### src/hw/cacheCtrlPkg.sv
/* cache controller shared types
   address fields, way status and command bundles, miss sequencer states */
package cacheCtrlPkg;

   // byte address, tag | index | word | byte
   typedef logic [15:0] addrT;
   typedef logic [15:0] dataT;
   typedef logic [4:0]  tagT;
   typedef logic [7:0]  indexT;
   // word within a line, same number picks the memory bank
   typedef logic [1:0]  wordSelT;

   // status reported by one cache way for the presented address
   typedef struct packed {
      logic hit;
      logic valid;
      logic dirty;
      tagT  tag;
   } wayStatusT;

   // command to one cache way
   // comp=0 with write fills a word and sets the tag from the address
   typedef struct packed {
      logic enable;
      logic comp;
      logic write;
   } wayCmdT;

   // memory bus, four banks interleaved on the word field
   typedef struct packed {
      logic read;
      logic write;
      addrT addr;
      dataT wrData;
   } memCmdT;

   // wb0 and fill0 sit one past a multiple of four
   // the result stage derives the bank from that
   typedef enum logic [3:0] {
      idle   = 4'd0,
      wb0    = 4'd1,
      wb1    = 4'd2,
      wb2    = 4'd3,
      wb3    = 4'd4,
      fill0  = 4'd5,
      fill1  = 4'd6,
      fill2  = 4'd7,
      fill3  = 4'd8,
      fill4  = 4'd9,
      fill5  = 4'd10,
      access = 4'd11,
      finish = 4'd12
   } seqStateT;

   function automatic tagT tagOf(addrT a);
      return a[15:11];
   endfunction

   function automatic indexT indexOf(addrT a);
      return a[10:3];
   endfunction

   function automatic wordSelT wordOf(addrT a);
      return a[2:1];
   endfunction

   // word aligned address, byte bit always zero
   function automatic addrT makeAddr(tagT tag, indexT index, wordSelT word);
      return {tag, index, word, 1'b0};
   endfunction

endpackage

### src/hw/victimSelect.sv
/* victim select, decode stage
   classifies a request as hit, clean miss or dirty miss and picks the way */
`timescale 1ns/1ps

module victimSelect (
   input  cacheCtrlPkg::wayStatusT wayStat0,
   input  cacheCtrlPkg::wayStatusT wayStat1,
   input  logic                    victimWay,
   output logic                    hit,
   output logic                    hitWay,
   output logic                    missWay,
   output logic                    dirtyMiss
);

   import cacheCtrlPkg::*;

   logic      hitValid0;
   logic      hitValid1;
   wayStatusT victimStat;

   // a tag match only counts on a valid line
   assign hitValid0 = wayStat0.hit & wayStat0.valid;
   assign hitValid1 = wayStat1.hit & wayStat1.valid;

   assign hit = hitValid0 | hitValid1;
   // way 0 wins when both match
   assign hitWay = ~hitValid0 & hitValid1;

   // fill an empty way first, way 0 before way 1
   // with both ways in use the external victim bit decides
   always_comb
   begin
      if (!wayStat0.valid)
         missWay = 1'b0;
      else if (!wayStat1.valid)
         missWay = 1'b1;
      else
         missWay = victimWay;
   end

   assign victimStat = missWay ? wayStat1 : wayStat0;

   // only a valid dirty victim needs a writeback
   assign dirtyMiss = ~hit & victimStat.valid & victimStat.dirty;

   // the ways must never hold the same line twice
   always_comb
   begin
      assert final (!(hitValid0 && hitValid1 && (wayStat0.tag == wayStat1.tag)))
         else $error("both ways hold a valid copy of tag %h", wayStat0.tag);
   end

endmodule

### src/hw/missSequencer.sv
/* miss sequencer, execute stage
   captures a missing request and steps through writeback, fill and final access */
`timescale 1ns/1ps

module missSequencer (
   input  logic                   clk,
   input  logic                   rst,
   input  logic                   rd,
   input  logic                   wr,
   input  logic                   stall,
   input  cacheCtrlPkg::addrT     addr,
   input  cacheCtrlPkg::dataT     dataIn,
   input  logic                   hit,
   input  logic                   dirtyMiss,
   input  logic                   missWay,
   output cacheCtrlPkg::seqStateT state,
   output cacheCtrlPkg::addrT     lineAddr,
   output cacheCtrlPkg::dataT     heldData,
   output logic                   heldWay,
   output logic                   heldWrite
);

   import cacheCtrlPkg::*;

   logic     reqValid;
   logic     accept;
   seqStateT nextState;

   // exactly one of rd and wr, stall blocks the request
   assign reqValid = (rd ^ wr) & ~stall;

   // a hit finishes in idle, only a miss starts the sequence
   assign accept = (state == idle) & reqValid & ~hit;

   always_comb
   begin
      nextState = idle;
      unique case (state)
         idle:
         begin
            // dirty victim goes out to memory before the fill
            if (accept)
               nextState = dirtyMiss ? wb0 : fill0;
            else
               nextState = idle;
         end
         // writeback, one bank per cycle
         wb0:
            nextState = wb1;
         wb1:
            nextState = wb2;
         wb2:
            nextState = wb3;
         wb3:
            nextState = fill0;
         // four bank reads, data trails by two cycles
         fill0:
            nextState = fill1;
         fill1:
            nextState = fill2;
         fill2:
            nextState = fill3;
         fill3:
            nextState = fill4;
         fill4:
            nextState = fill5;
         fill5:
            nextState = access;
         // original read or write against the fresh line
         access:
            nextState = finish;
         finish:
            nextState = idle;
         default:
            nextState = idle;
      endcase
   end

   always_ff @(posedge clk)
   begin
      if (rst)
         state <= idle;
      else
         state <= nextState;
   end

   // request fields held for the whole sequence
   always_ff @(posedge clk)
   begin
      if (accept)
      begin
         lineAddr  <= addr;
         heldData  <= dataIn;
         heldWay   <= missWay;
         heldWrite <= wr;
      end
   end

   // no stray start, the sequence only begins from a missing valid request
   property stayIdleUnlessMiss;
      @(posedge clk) disable iff (rst)
         (state == idle && !(reqValid && !hit)) |=> (state == idle);
   endproperty
   assert property (stayIdleUnlessMiss)
      else $error("sequencer left idle without a valid miss");

   // finish is a single cycle and always returns to idle
   property finishToIdle;
      @(posedge clk) disable iff (rst)
         (state == finish) |=> (state == idle);
   endproperty
   assert property (finishToIdle)
      else $error("finish not followed by idle");

endmodule

### src/hw/cachePortMux.sv
/* cache port mux, result stage
   turns the sequencer step into memory bus, word select, data and way commands */
`timescale 1ns/1ps

module cachePortMux (
   input  logic                   rd,
   input  logic                   wr,
   input  logic                   stall,
   input  cacheCtrlPkg::addrT     addr,
   input  cacheCtrlPkg::dataT     dataIn,
   input  logic                   hit,
   input  logic                   hitWay,
   input  cacheCtrlPkg::seqStateT state,
   input  cacheCtrlPkg::addrT     lineAddr,
   input  cacheCtrlPkg::dataT     heldData,
   input  logic                   heldWay,
   input  logic                   heldWrite,
   input  cacheCtrlPkg::tagT      victimTag,
   input  cacheCtrlPkg::dataT     cacheDataOut,
   input  cacheCtrlPkg::dataT     memDataOut,
   output logic                   done,
   output cacheCtrlPkg::wayCmdT   wayCmd0,
   output cacheCtrlPkg::wayCmdT   wayCmd1,
   output cacheCtrlPkg::wordSelT  wordSel,
   output cacheCtrlPkg::dataT     cacheDataIn,
   output cacheCtrlPkg::memCmdT   mem
);

   import cacheCtrlPkg::*;

   logic       reqValid;
   logic [3:0] stepNum;
   wordSelT    bank;
   addrT       wbAddr;
   addrT       fillAddr;
   wayCmdT     cmd;
   logic       cmdWay;

   assign reqValid = (rd ^ wr) & ~stall;

   // wb0..wb3 and fill0..fill3 map onto banks 0..3
   assign stepNum = state - 4'd1;
   assign bank    = stepNum[1:0];

   // writeback targets the old line, fill the requested one
   assign wbAddr   = makeAddr(victimTag, indexOf(lineAddr), bank);
   assign fillAddr = makeAddr(tagOf(lineAddr), indexOf(lineAddr), bank);

   always_comb
   begin
      cmd         = '0;
      cmdWay      = heldWay;
      done        = 1'b0;
      wordSel     = wordOf(lineAddr);
      cacheDataIn = heldData;
      mem         = '0;
      unique case (state)
         idle:
         begin
            // in idle this is the hit way, or the victim on a miss
            cmdWay      = hitWay;
            cacheDataIn = dataIn;
            wordSel     = (reqValid && !hit) ? 2'd0 : wordOf(addr);
            if (reqValid)
            begin
               // a miss pre-reads word 0 of the victim for a writeback
               cmd.enable = 1'b1;
               cmd.comp   = hit;
               cmd.write  = hit & wr;
               done       = hit;
            end
         end
         wb0, wb1, wb2, wb3:
         begin
            // read runs one word ahead, word 3 left the cache in wb2
            cmd.enable = (state != wb3);
            wordSel    = bank + 2'd1;
            mem.write  = 1'b1;
            mem.addr   = wbAddr;
            mem.wrData = cacheDataOut;
         end
         fill0, fill1:
         begin
            mem.read = 1'b1;
            mem.addr = fillAddr;
         end
         fill2, fill3, fill4, fill5:
         begin
            if (state inside {fill2, fill3})
            begin
               mem.read = 1'b1;
               mem.addr = fillAddr;
            end
            // bank read two steps back lands in the cache now
            cmd.enable  = 1'b1;
            cmd.write   = 1'b1;
            wordSel     = bank + 2'd2;
            cacheDataIn = memDataOut;
         end
         access:
         begin
            cmd.enable = 1'b1;
            cmd.comp   = 1'b1;
            cmd.write  = heldWrite;
         end
         finish:
            done = 1'b1;
         default:
            done = 1'b0;
      endcase
   end

   // steer the command to the selected way only
   always_comb
   begin
      wayCmd0 = '0;
      wayCmd1 = '0;
      if (cmdWay)
         wayCmd1 = cmd;
      else
         wayCmd0 = cmd;
   end

   always_comb
   begin
      assert final (!(mem.read && mem.write))
         else $error("memory read and write asserted together");
   end

endmodule

### src/hw/cacheCtrl.sv
/* two-way set-associative cache miss controller
   decode, execute and result stages between the cache ways and banked memory */
`timescale 1ns/1ps

module cacheCtrl (
   input  logic                    clk,
   input  logic                    rst,
   input  logic                    rd,
   input  logic                    wr,
   input  cacheCtrlPkg::addrT      addr,
   input  cacheCtrlPkg::dataT      dataIn,
   input  logic                    stall,
   input  logic                    victimWay,
   input  cacheCtrlPkg::wayStatusT wayStat0,
   input  cacheCtrlPkg::wayStatusT wayStat1,
   input  cacheCtrlPkg::dataT      cacheDataOut,
   input  cacheCtrlPkg::dataT      memDataOut,
   output logic                    done,
   output cacheCtrlPkg::wayCmdT    wayCmd0,
   output cacheCtrlPkg::wayCmdT    wayCmd1,
   output cacheCtrlPkg::wordSelT   wordSel,
   output cacheCtrlPkg::dataT      cacheDataIn,
   output cacheCtrlPkg::memCmdT    mem
);

   import cacheCtrlPkg::*;

   logic     hit;
   logic     hitWay;
   logic     missWay;
   logic     dirtyMiss;
   logic     idleWay;
   seqStateT state;
   addrT     lineAddr;
   dataT     heldData;
   logic     heldWay;
   logic     heldWrite;
   tagT      victimTag;

   // idle access goes to the hitting way, a miss pre-reads the victim
   assign idleWay = hit ? hitWay : missWay;

   // stored tag of the captured way, the cache still sees the request index
   assign victimTag = heldWay ? wayStat1.tag : wayStat0.tag;

   victimSelect decodeStage (
      .wayStat0  (wayStat0),
      .wayStat1  (wayStat1),
      .victimWay (victimWay),
      .hit       (hit),
      .hitWay    (hitWay),
      .missWay   (missWay),
      .dirtyMiss (dirtyMiss)
   );

   missSequencer execStage (
      .clk       (clk),
      .rst       (rst),
      .rd        (rd),
      .wr        (wr),
      .stall     (stall),
      .addr      (addr),
      .dataIn    (dataIn),
      .hit       (hit),
      .dirtyMiss (dirtyMiss),
      .missWay   (missWay),
      .state     (state),
      .lineAddr  (lineAddr),
      .heldData  (heldData),
      .heldWay   (heldWay),
      .heldWrite (heldWrite)
   );

   cachePortMux resultStage (
      .rd           (rd),
      .wr           (wr),
      .stall        (stall),
      .addr         (addr),
      .dataIn       (dataIn),
      .hit          (hit),
      .hitWay       (idleWay),
      .state        (state),
      .lineAddr     (lineAddr),
      .heldData     (heldData),
      .heldWay      (heldWay),
      .heldWrite    (heldWrite),
      .victimTag    (victimTag),
      .cacheDataOut (cacheDataOut),
      .memDataOut   (memDataOut),
      .done         (done),
      .wayCmd0      (wayCmd0),
      .wayCmd1      (wayCmd1),
      .wordSel      (wordSel),
      .cacheDataIn  (cacheDataIn),
      .mem          (mem)
   );

endmodule

### config.mk
export PLATFORM = sky130hd
export DESIGN_NAME = cacheCtrl
export DESIGN_NICKNAME = d
export VERILOG_FILES = /design/src/hw/cacheCtrlPkg.sv /design/src/hw/victimSelect.sv /design/src/hw/missSequencer.sv /design/src/hw/cachePortMux.sv /design/src/hw/cacheCtrl.sv
export SDC_FILE = /design/constraint.sdc
export NUM_CORES = 1
export LEC_CHECK = 0
export ABC_AREA = 1
export BUFFER_PORTS_ARGS = -buffer_cell sky130_fd_sc_hd__buf_2
export CAP_MARGIN = 15
export CORE_MARGIN = 4
export CORE_UTILIZATION = 30
export DETAILED_ROUTE_END_ITERATION = 10
export GPL_ROUTABILITY_DRIVEN = 0
export SLEW_MARGIN = 40
export SYNTH_ARGS = -nofsm -noshare
export SYNTH_HDL_FRONTEND = slang
export SYNTH_SLANG_ARGS = --single-unit
### constraint.sdc
create_clock -name clk -period 2.4 [get_ports clk]
set_clock_uncertainty 0.05 [all_clocks]
set_input_delay 0.72 -clock clk [delete_from_list [all_inputs] [get_ports clk]]
set_output_delay 0.72 -clock clk [all_outputs]
set_load 0.02 [all_outputs]
==> results of run 1 <==
==> logic make-up after synthesis <==
family	after synthesis	share of synthesized area (%)
buf+inv	53	11.0
compound gates	16	4.59
other cells	1	0.168
fa+ha+maj	4	2.24
simple gates	176	33.7
xor+xnor	1	0.392
flops	37	47.9
==> cell type report <==
class	count	area, µm²	area share [%]
clock inverter	3	17.5	0.429
multi-input combinational	199	1330	32.6
sequential	37	1080	26.6
tap	99	124	3.04
clock buffer	5	68.8	1.69
timing repair buffer	171	1270	31.1
inverter	46	185	4.54
==> placed cells by master (no fill, tap or decap), types with 2 or more instances in the layout <==
master    Yosys  layout
inv_1        43      38
nand3_1      24       5
inv_4         0       5
nand2_1      96      86
clkbuf_8      0       5
nand3_2       3      17
nor2_4        2      21
buf_2         1      97
nand3_4       0       6
nor2_1       43      20
nand2_4       1       7
a22o_1        5       5
inv_2         3       3
o21ai_0       2       2
buf_4         2      26
buf_12        1       4
clkinv_2      0       2
a21oi_1       6       5
nor2_2        2       6
nand3b_1      2       2
buf_6         3      43
ha_4          0       3
edfxtp_1     33      33
dfxtp_4       0       3
nand2_2       2       6
==> power groups by stage <==
stage	registers, mW	clock network (mW)	logic [mW]
6_report	0.844	0.428	3.72
5_1_grt	0.854	0.470	3.98
4_1_cts	0.838	0.443	3.19
3_5_place_dp	0.834	0	2.44
3_3_place_gp	0.831	0	2.42
2_1_floorplan	0.830	0	1.57
==> worst paths after layout <==
kind	slack (ns)	cells after the start	from	endpoint
max	-0.12	9	execStage.state[0]$_SDFF_PP0_	mem[27]
min	0.55	1	addr[12]	execStage.lineAddr[12]$_DFFE_PN_
max reg2reg	0.59	8	execStage.state[0]$_SDFF_PP0_	execStage.heldData[2]$_DFFE_PN_
min reg2reg	0.69	3	execStage.state[3]$_SDFF_PP0_	execStage.state[1]$_SDFF_PP0_
==> cells in the mapped netlist <==
library cell	number	area share, %
inv_2	3	0.50
a31oi_1	1	0.28
nand3_2	3	1.3
nand2_4	1	0.50
o31ai_1	1	0.34
edfxtp_1	33	44
xor2_1	1	0.39
dfxtp_1	4	3.6
nand4_1	1	0.28
a22o_1	5	2.0
ha_1	4	2.2
nand3b_1	2	0.67
buf_4	2	0.67
buf_6	3	1.5
nor2_2	2	0.56
buf_12	1	0.90
nand2_1	96	16
nand3_1	24	5.4
o21ai_0	2	0.45
o21ai_1	1	0.22
inv_1	43	7.2
buf_2	1	0.22
nor2_1	43	7.2
nand2_2	2	0.56
nor2_4	2	1.0
conb_1	1	0.17
a21oi_1	6	1.3
==> per-stage QoR <==
| stage | utilization (%) | hold slack, ns |
|---|---|---|
| 2_1_floorplan | - | 0.557 |
| 3_5_place_dp | 43.4 | 0.597 |
| 4_1_cts | 51.4 | 0.542 |
| 3_3_place_gp | 43.4 | 0.593 |
| 6_report | 56.2 | 0.549 |
| 5_1_grt | 56.2 | 0.539 |
==> worst reg2reg max path: cells and delay by family (launching register included) <==
kind          cells  cell delay (ns)
fa+ha+maj         1             0.20
buf+inv           4             0.63
simple gates      3             0.24
flops             1             0.37
==> what timing repair did <==
item | in CTS | in global routing
setup buffers | 10 | 2
cloned | 1 | 1
endpoints found under the setup margin | 58 | 58
pin swaps | 11 | 6
gates resized for setup | 108 | 89
==> registers in the layout, summed over array words and instances (netlist names) <==
signal and cells:
execStage.lineAddr 15, execStage.heldWrite 1, execStage.heldWay 1, execStage.heldData 16
execStage.state 4
==> layer usage <==
layer	up-vias	global-route usage (%)	routed length (µm)
met5	-	0	0
met4	0	4.45	101
met3	10	4.01	695
met2	99	27.3	3830
met1	1142	17.3	2800
li1	1256	-	-
==> results.json, run 1 <==
{
  "io_pins": 145,
  "avgSynthCellArea_um2": 7.76,
  "crit_required_ns": 1.63,
  "ys_seq_elements": 37,
  "cts_hold_buf": 0,
  "final_area_mm2": 0.00408,
  "drv_cap": 0,
  "critPathMaxFanout": 5,
  "crit_slowest_cell": "dfxtp_4",
  "drc": 0,
  "fin_nets": 550,
  "power.leakage_nw": 2.10,
  "drv_slew": 0,
  "cp_slowest_stage_delay_ns": 0.38,
  "rows": 31,
  "power.density_mw_per_mm2": 1220,
  "vdd_drop_max_mv": 0.539,
  "ys_seq_area_share_pct": 47.9,
  "pwr-share-clk_pct": 8.6,
  "ys_types": 27,
  "seqPwrFrac_pct": 16.9,
  "grt_pass1_wl_mm": 10.6,
  "wl_mm": 7.43,
  "ant_nets": 0,
  "worstPathCellList": "inv_4 > ha_4 > inv_4 > nand2_4 > nand2_4 > nand3_4 > buf_6 > a22o_1 > buf_6",
  "dp.cells": 538,
  "grt_max_degree": 20,
  "first_iter_violations": 110,
  "instances_no_fill": 560,
  "die-area_mm2": 0.00889,
  "switchingPower_mw": 2.33,
  "rsz0062_at_grt": "true",
  "synthCells": 288,
  "path_class": "reg -> out",
  "tns_ns": -4.46,
  "fmax_ghz": 0.397,
  "antenna_found_initial": 0,
  "hold_viol": 0,
  "placed_area_mm2": 0.00315,
  "port_buffers": 142,
  "clock_path_buffers": 2,
  "syn2layout_area_growth_pct": 82.5,
  "netlist_area_mm2": 0.00223,
  "violations": "negative setup slack",
  "critPathArrivalTime_ns": 1.75,
  "finalPower_mw": 4.99,
  "critPathBufInv": 4,
  "start_util_pct": 30.8,
  "cts_buffers": 5,
  "status": "finished, violations left",
  "dpl_worst_slack_ns": -0.140,
  "syn-num-nets": 378,
  "dieWidth_um": 94.3,
  "yosys_warnings": 0,
  "fin_crit_sh_pct": 105,
  "htreeDepth": 2,
  "via_per_inst": 4.48,
  "ctsRootBufferMaster": "clkbuf_8",
  "fillCellCount": 674,
  "swShare_pct": 46.8,
  "first_global_vias": 2367,
  "grt_usage_pct": 15.1,
  "firstDrtPassIters": 4,
  "critPathTopFamily": "flip-flops",
  "antenna_cells": 0,
  "finalWorstPathRequiredPeriod_ns": 2.52,
  "holdCritPathClass": "in -> reg",
  "vias": 2507,
  "wl_per_cell_um": 13.3,
  "cts_tree": "yes",
  "core_area_mm2": 0.00725,
  "p_int_mw": 2.66,
  "cp-start-kind": "flip-flop",
  "setup_viol": 54,
  "end_kind": "output pin",
  "finalWorstSetupSlack_ns": -0.117,
  "hpwl_mm": 5.02,
  "combinationalPowerShare_pct": 74.5,
  "drive_above_1_share_pct": 56.4,
  "dieHeight_um": 94.3,
  "worstSkewPairLatency_ns": 0.29,
  "clock_sinks": 37,
  "grt-ovfl-total": 0,
  "clk_pin_slew_worst_paths_ns": 0.08
}
(Power assumes the default switching activity.)
==> run 2, diff against run 1 <==
CORE_MARGIN = 2   (was 4)
PLACE_DENSITY_LB_ADDON = 0.15   (was not set)
SYNTH_HIERARCHICAL = 1   (was not set)
==> results.json, run 2 <==
{
  "status": "finished, violations left",
  "violations": "negative setup slack",
  "path_class": "reg -> out",
  "fin_crit_sh_pct": 106,
  "holdCritPathClass": "in -> reg",
  "clock_path_buffers": 2,
  "grt_usage_pct": 16.3,
  "wl_mm": 7.11,
  "dieWidth_um": 92.6,
  "vias": 2702,
  "grt-ovfl-total": 0,
  "switchingPower_mw": 1.15,
  "first_global_vias": 2659,
  "critPathArrivalTime_ns": 1.77,
  "hold_viol": 0,
  "dpl_worst_slack_ns": -0.131,
  "io_pins": 145,
  "crit_required_ns": 1.63,
  "rsz0062_at_grt": "true",
  "cts_tree": "yes",
  "drv_slew": 0,
  "finalWorstSetupSlack_ns": -0.140,
  "setup_viol": 56,
  "fin_nets": 605,
  "first_iter_violations": 70,
  "critPathMaxFanout": 8,
  "hpwl_mm": 4.90,
  "port_buffers": 142,
  "antenna_cells": 0,
  "vdd_drop_max_mv": 0.265,
  "cp_slowest_stage_delay_ns": 0.40,
  "cp-start-kind": "flip-flop",
  "worstSkewPairLatency_ns": 0.28,
  "largest_register": "execStage/heldData",
  "power.density_mw_per_mm2": 679,
  "crit_slowest_cell": "dfxtp_4",
  "end_kind": "output pin",
  "critPathBufInv": 4,
  "drc": 0,
  "via_per_inst": 4.39,
  "combinationalPowerShare_pct": 58.2,
  "ant_nets": 0,
  "largest_reg_flops": 16,
  "path_common_cell": "nand2_2",
  "grt_max_degree": 35,
  "fmax_ghz": 0.394,
  "critPathTopFamily": "simple AND/OR/NAND/NOR gates",
  "start_util_pct": 30.6,
  "worstPathCellList": "inv_4 > ha_4 > inv_2 > nand2_2 > nand2_2 > nand3_4 > nor2_4 > buf_12 > nand2_2 > nand3_2 > buf_6",
  "yosys_warnings": 6,
  "htreeDepth": 2,
  "grt_pass1_wl_mm": 11.4,
  "final_common_cell": "buf_2",
  "p_int_mw": 1.66,
  "cts_buffers": 5,
  "rows": 32,
  "core_area_mm2": 0.00769,
  "power.leakage_nw": 2.26,
  "firstDrtPassIters": 4,
  "clock_sinks": 37,
  "placed_area_mm2": 0.00335,
  "top_regs": "execStage/heldData x16, execStage/lineAddr x15, execStage/state x4",
  "seqPwrFrac_pct": 27.8,
  "antenna_found_initial": 0,
  "fin_util_pct": 53.7,
  "syn-num-nets": 420,
  "pwr-share-clk_pct": 14.0,
  "clk_pin_slew_worst_paths_ns": 0.07,
  "die-area_mm2": 0.00858,
  "ctsRootBufferMaster": "clkbuf_8",
  "finalWorstPathRequiredPeriod_ns": 2.54,
  "final_area_mm2": 0.00413,
  "swShare_pct": 40.9,
  "avgSynthCellArea_um2": 7.16,
  "final_cell_mix": "buf_2 (107), nand2_1 (89), inv_1 (50), buf_4 (42), nor2_1 (34)",
  "wl_per_cell_um": 11.6,
  "drv_cap": 0,
  "dieHeight_um": 92.6,
  "netlist_area_mm2": 0.00236,
  "drive_above_1_share_pct": 55.2,
  "synthCells": 329,
  "syn2layout_area_growth_pct": 75.4
}
run 2: final cells by class:
type,count,area (µm²)
Sequential cell,37,1080
Clock inverter,1,5.00
Tap cell,102,128
Inverter,60,233
Fill cell,768,3560
Clock buffer,5,68.8
Multi-Input combinational cell,228,1360
Timing Repair Buffer,182,1260
run 2: path summary, 6_finish.rpt:
check	startpoint	endpoint	slack (ns)	depth (start not counted)
max	execStage/state[0]$_SDFF_PP0_	cacheDataIn[10]	-0.14	11
min	addr[3]	execStage/lineAddr[3]$_DFFE_PN_	0.57	1
max reg2reg	execStage/state[2]$_SDFF_PP0_	execStage/heldData[9]$_DFFE_PN_	0.85	5
min reg2reg	execStage/state[3]$_SDFF_PP0_	execStage/state[3]$_SDFF_PP0_	0.60	3
run 2: per-layer routing:
layer  vias to the layer above  part of all wire [%]  routed length, µm  global-route usage, %
li1                       1372                     -                  -                      -
met1                      1255                    38               2680                   16.6
met2                        65                    56               3970                   33.3
met3                        10                   4.3                305                   2.69
met4                         0                   2.1                152                   4.78
met5                         -                     0                  0                      0
run 2: power by group through the flow:
stage	Clock, mW	Sequential (mW)	Combinational, mW
after CTS	0.407	0.777	1.55
after detailed placement	0	0.782	1.22
after floorplan	0	0.785	0.741
after global routing	0.432	0.786	1.76
after global placement	0	0.780	1.21
final	0.392	0.780	1.63
run 2: stage by stage:
stage	setup TNS [ns]	cells	power, mW	hold slack (ns)
3_3_place_gp	-0.563	586	2.00	0.569
5_1_grt	-10.74	615	2.98	0.552
4_1_cts	-6.92	613	2.73	0.557
6_report	-5.79	615	2.81	0.567
2_1_floorplan	-0.0972	329	1.53	0.483
3_5_place_dp	-0.722	586	2.00	0.576
run 2: repair_timing:
| item | CTS | global route |
|---|---|---|
| setup buffers | 19 | 6 |
| hold buffers | 0 | 0 |
| gates cloned | 2 | 0 |
| gates resized for setup | 110 | 51 |
| setup endpoints to repair | 58 | 59 |
| pin swaps | 10 | 7 |
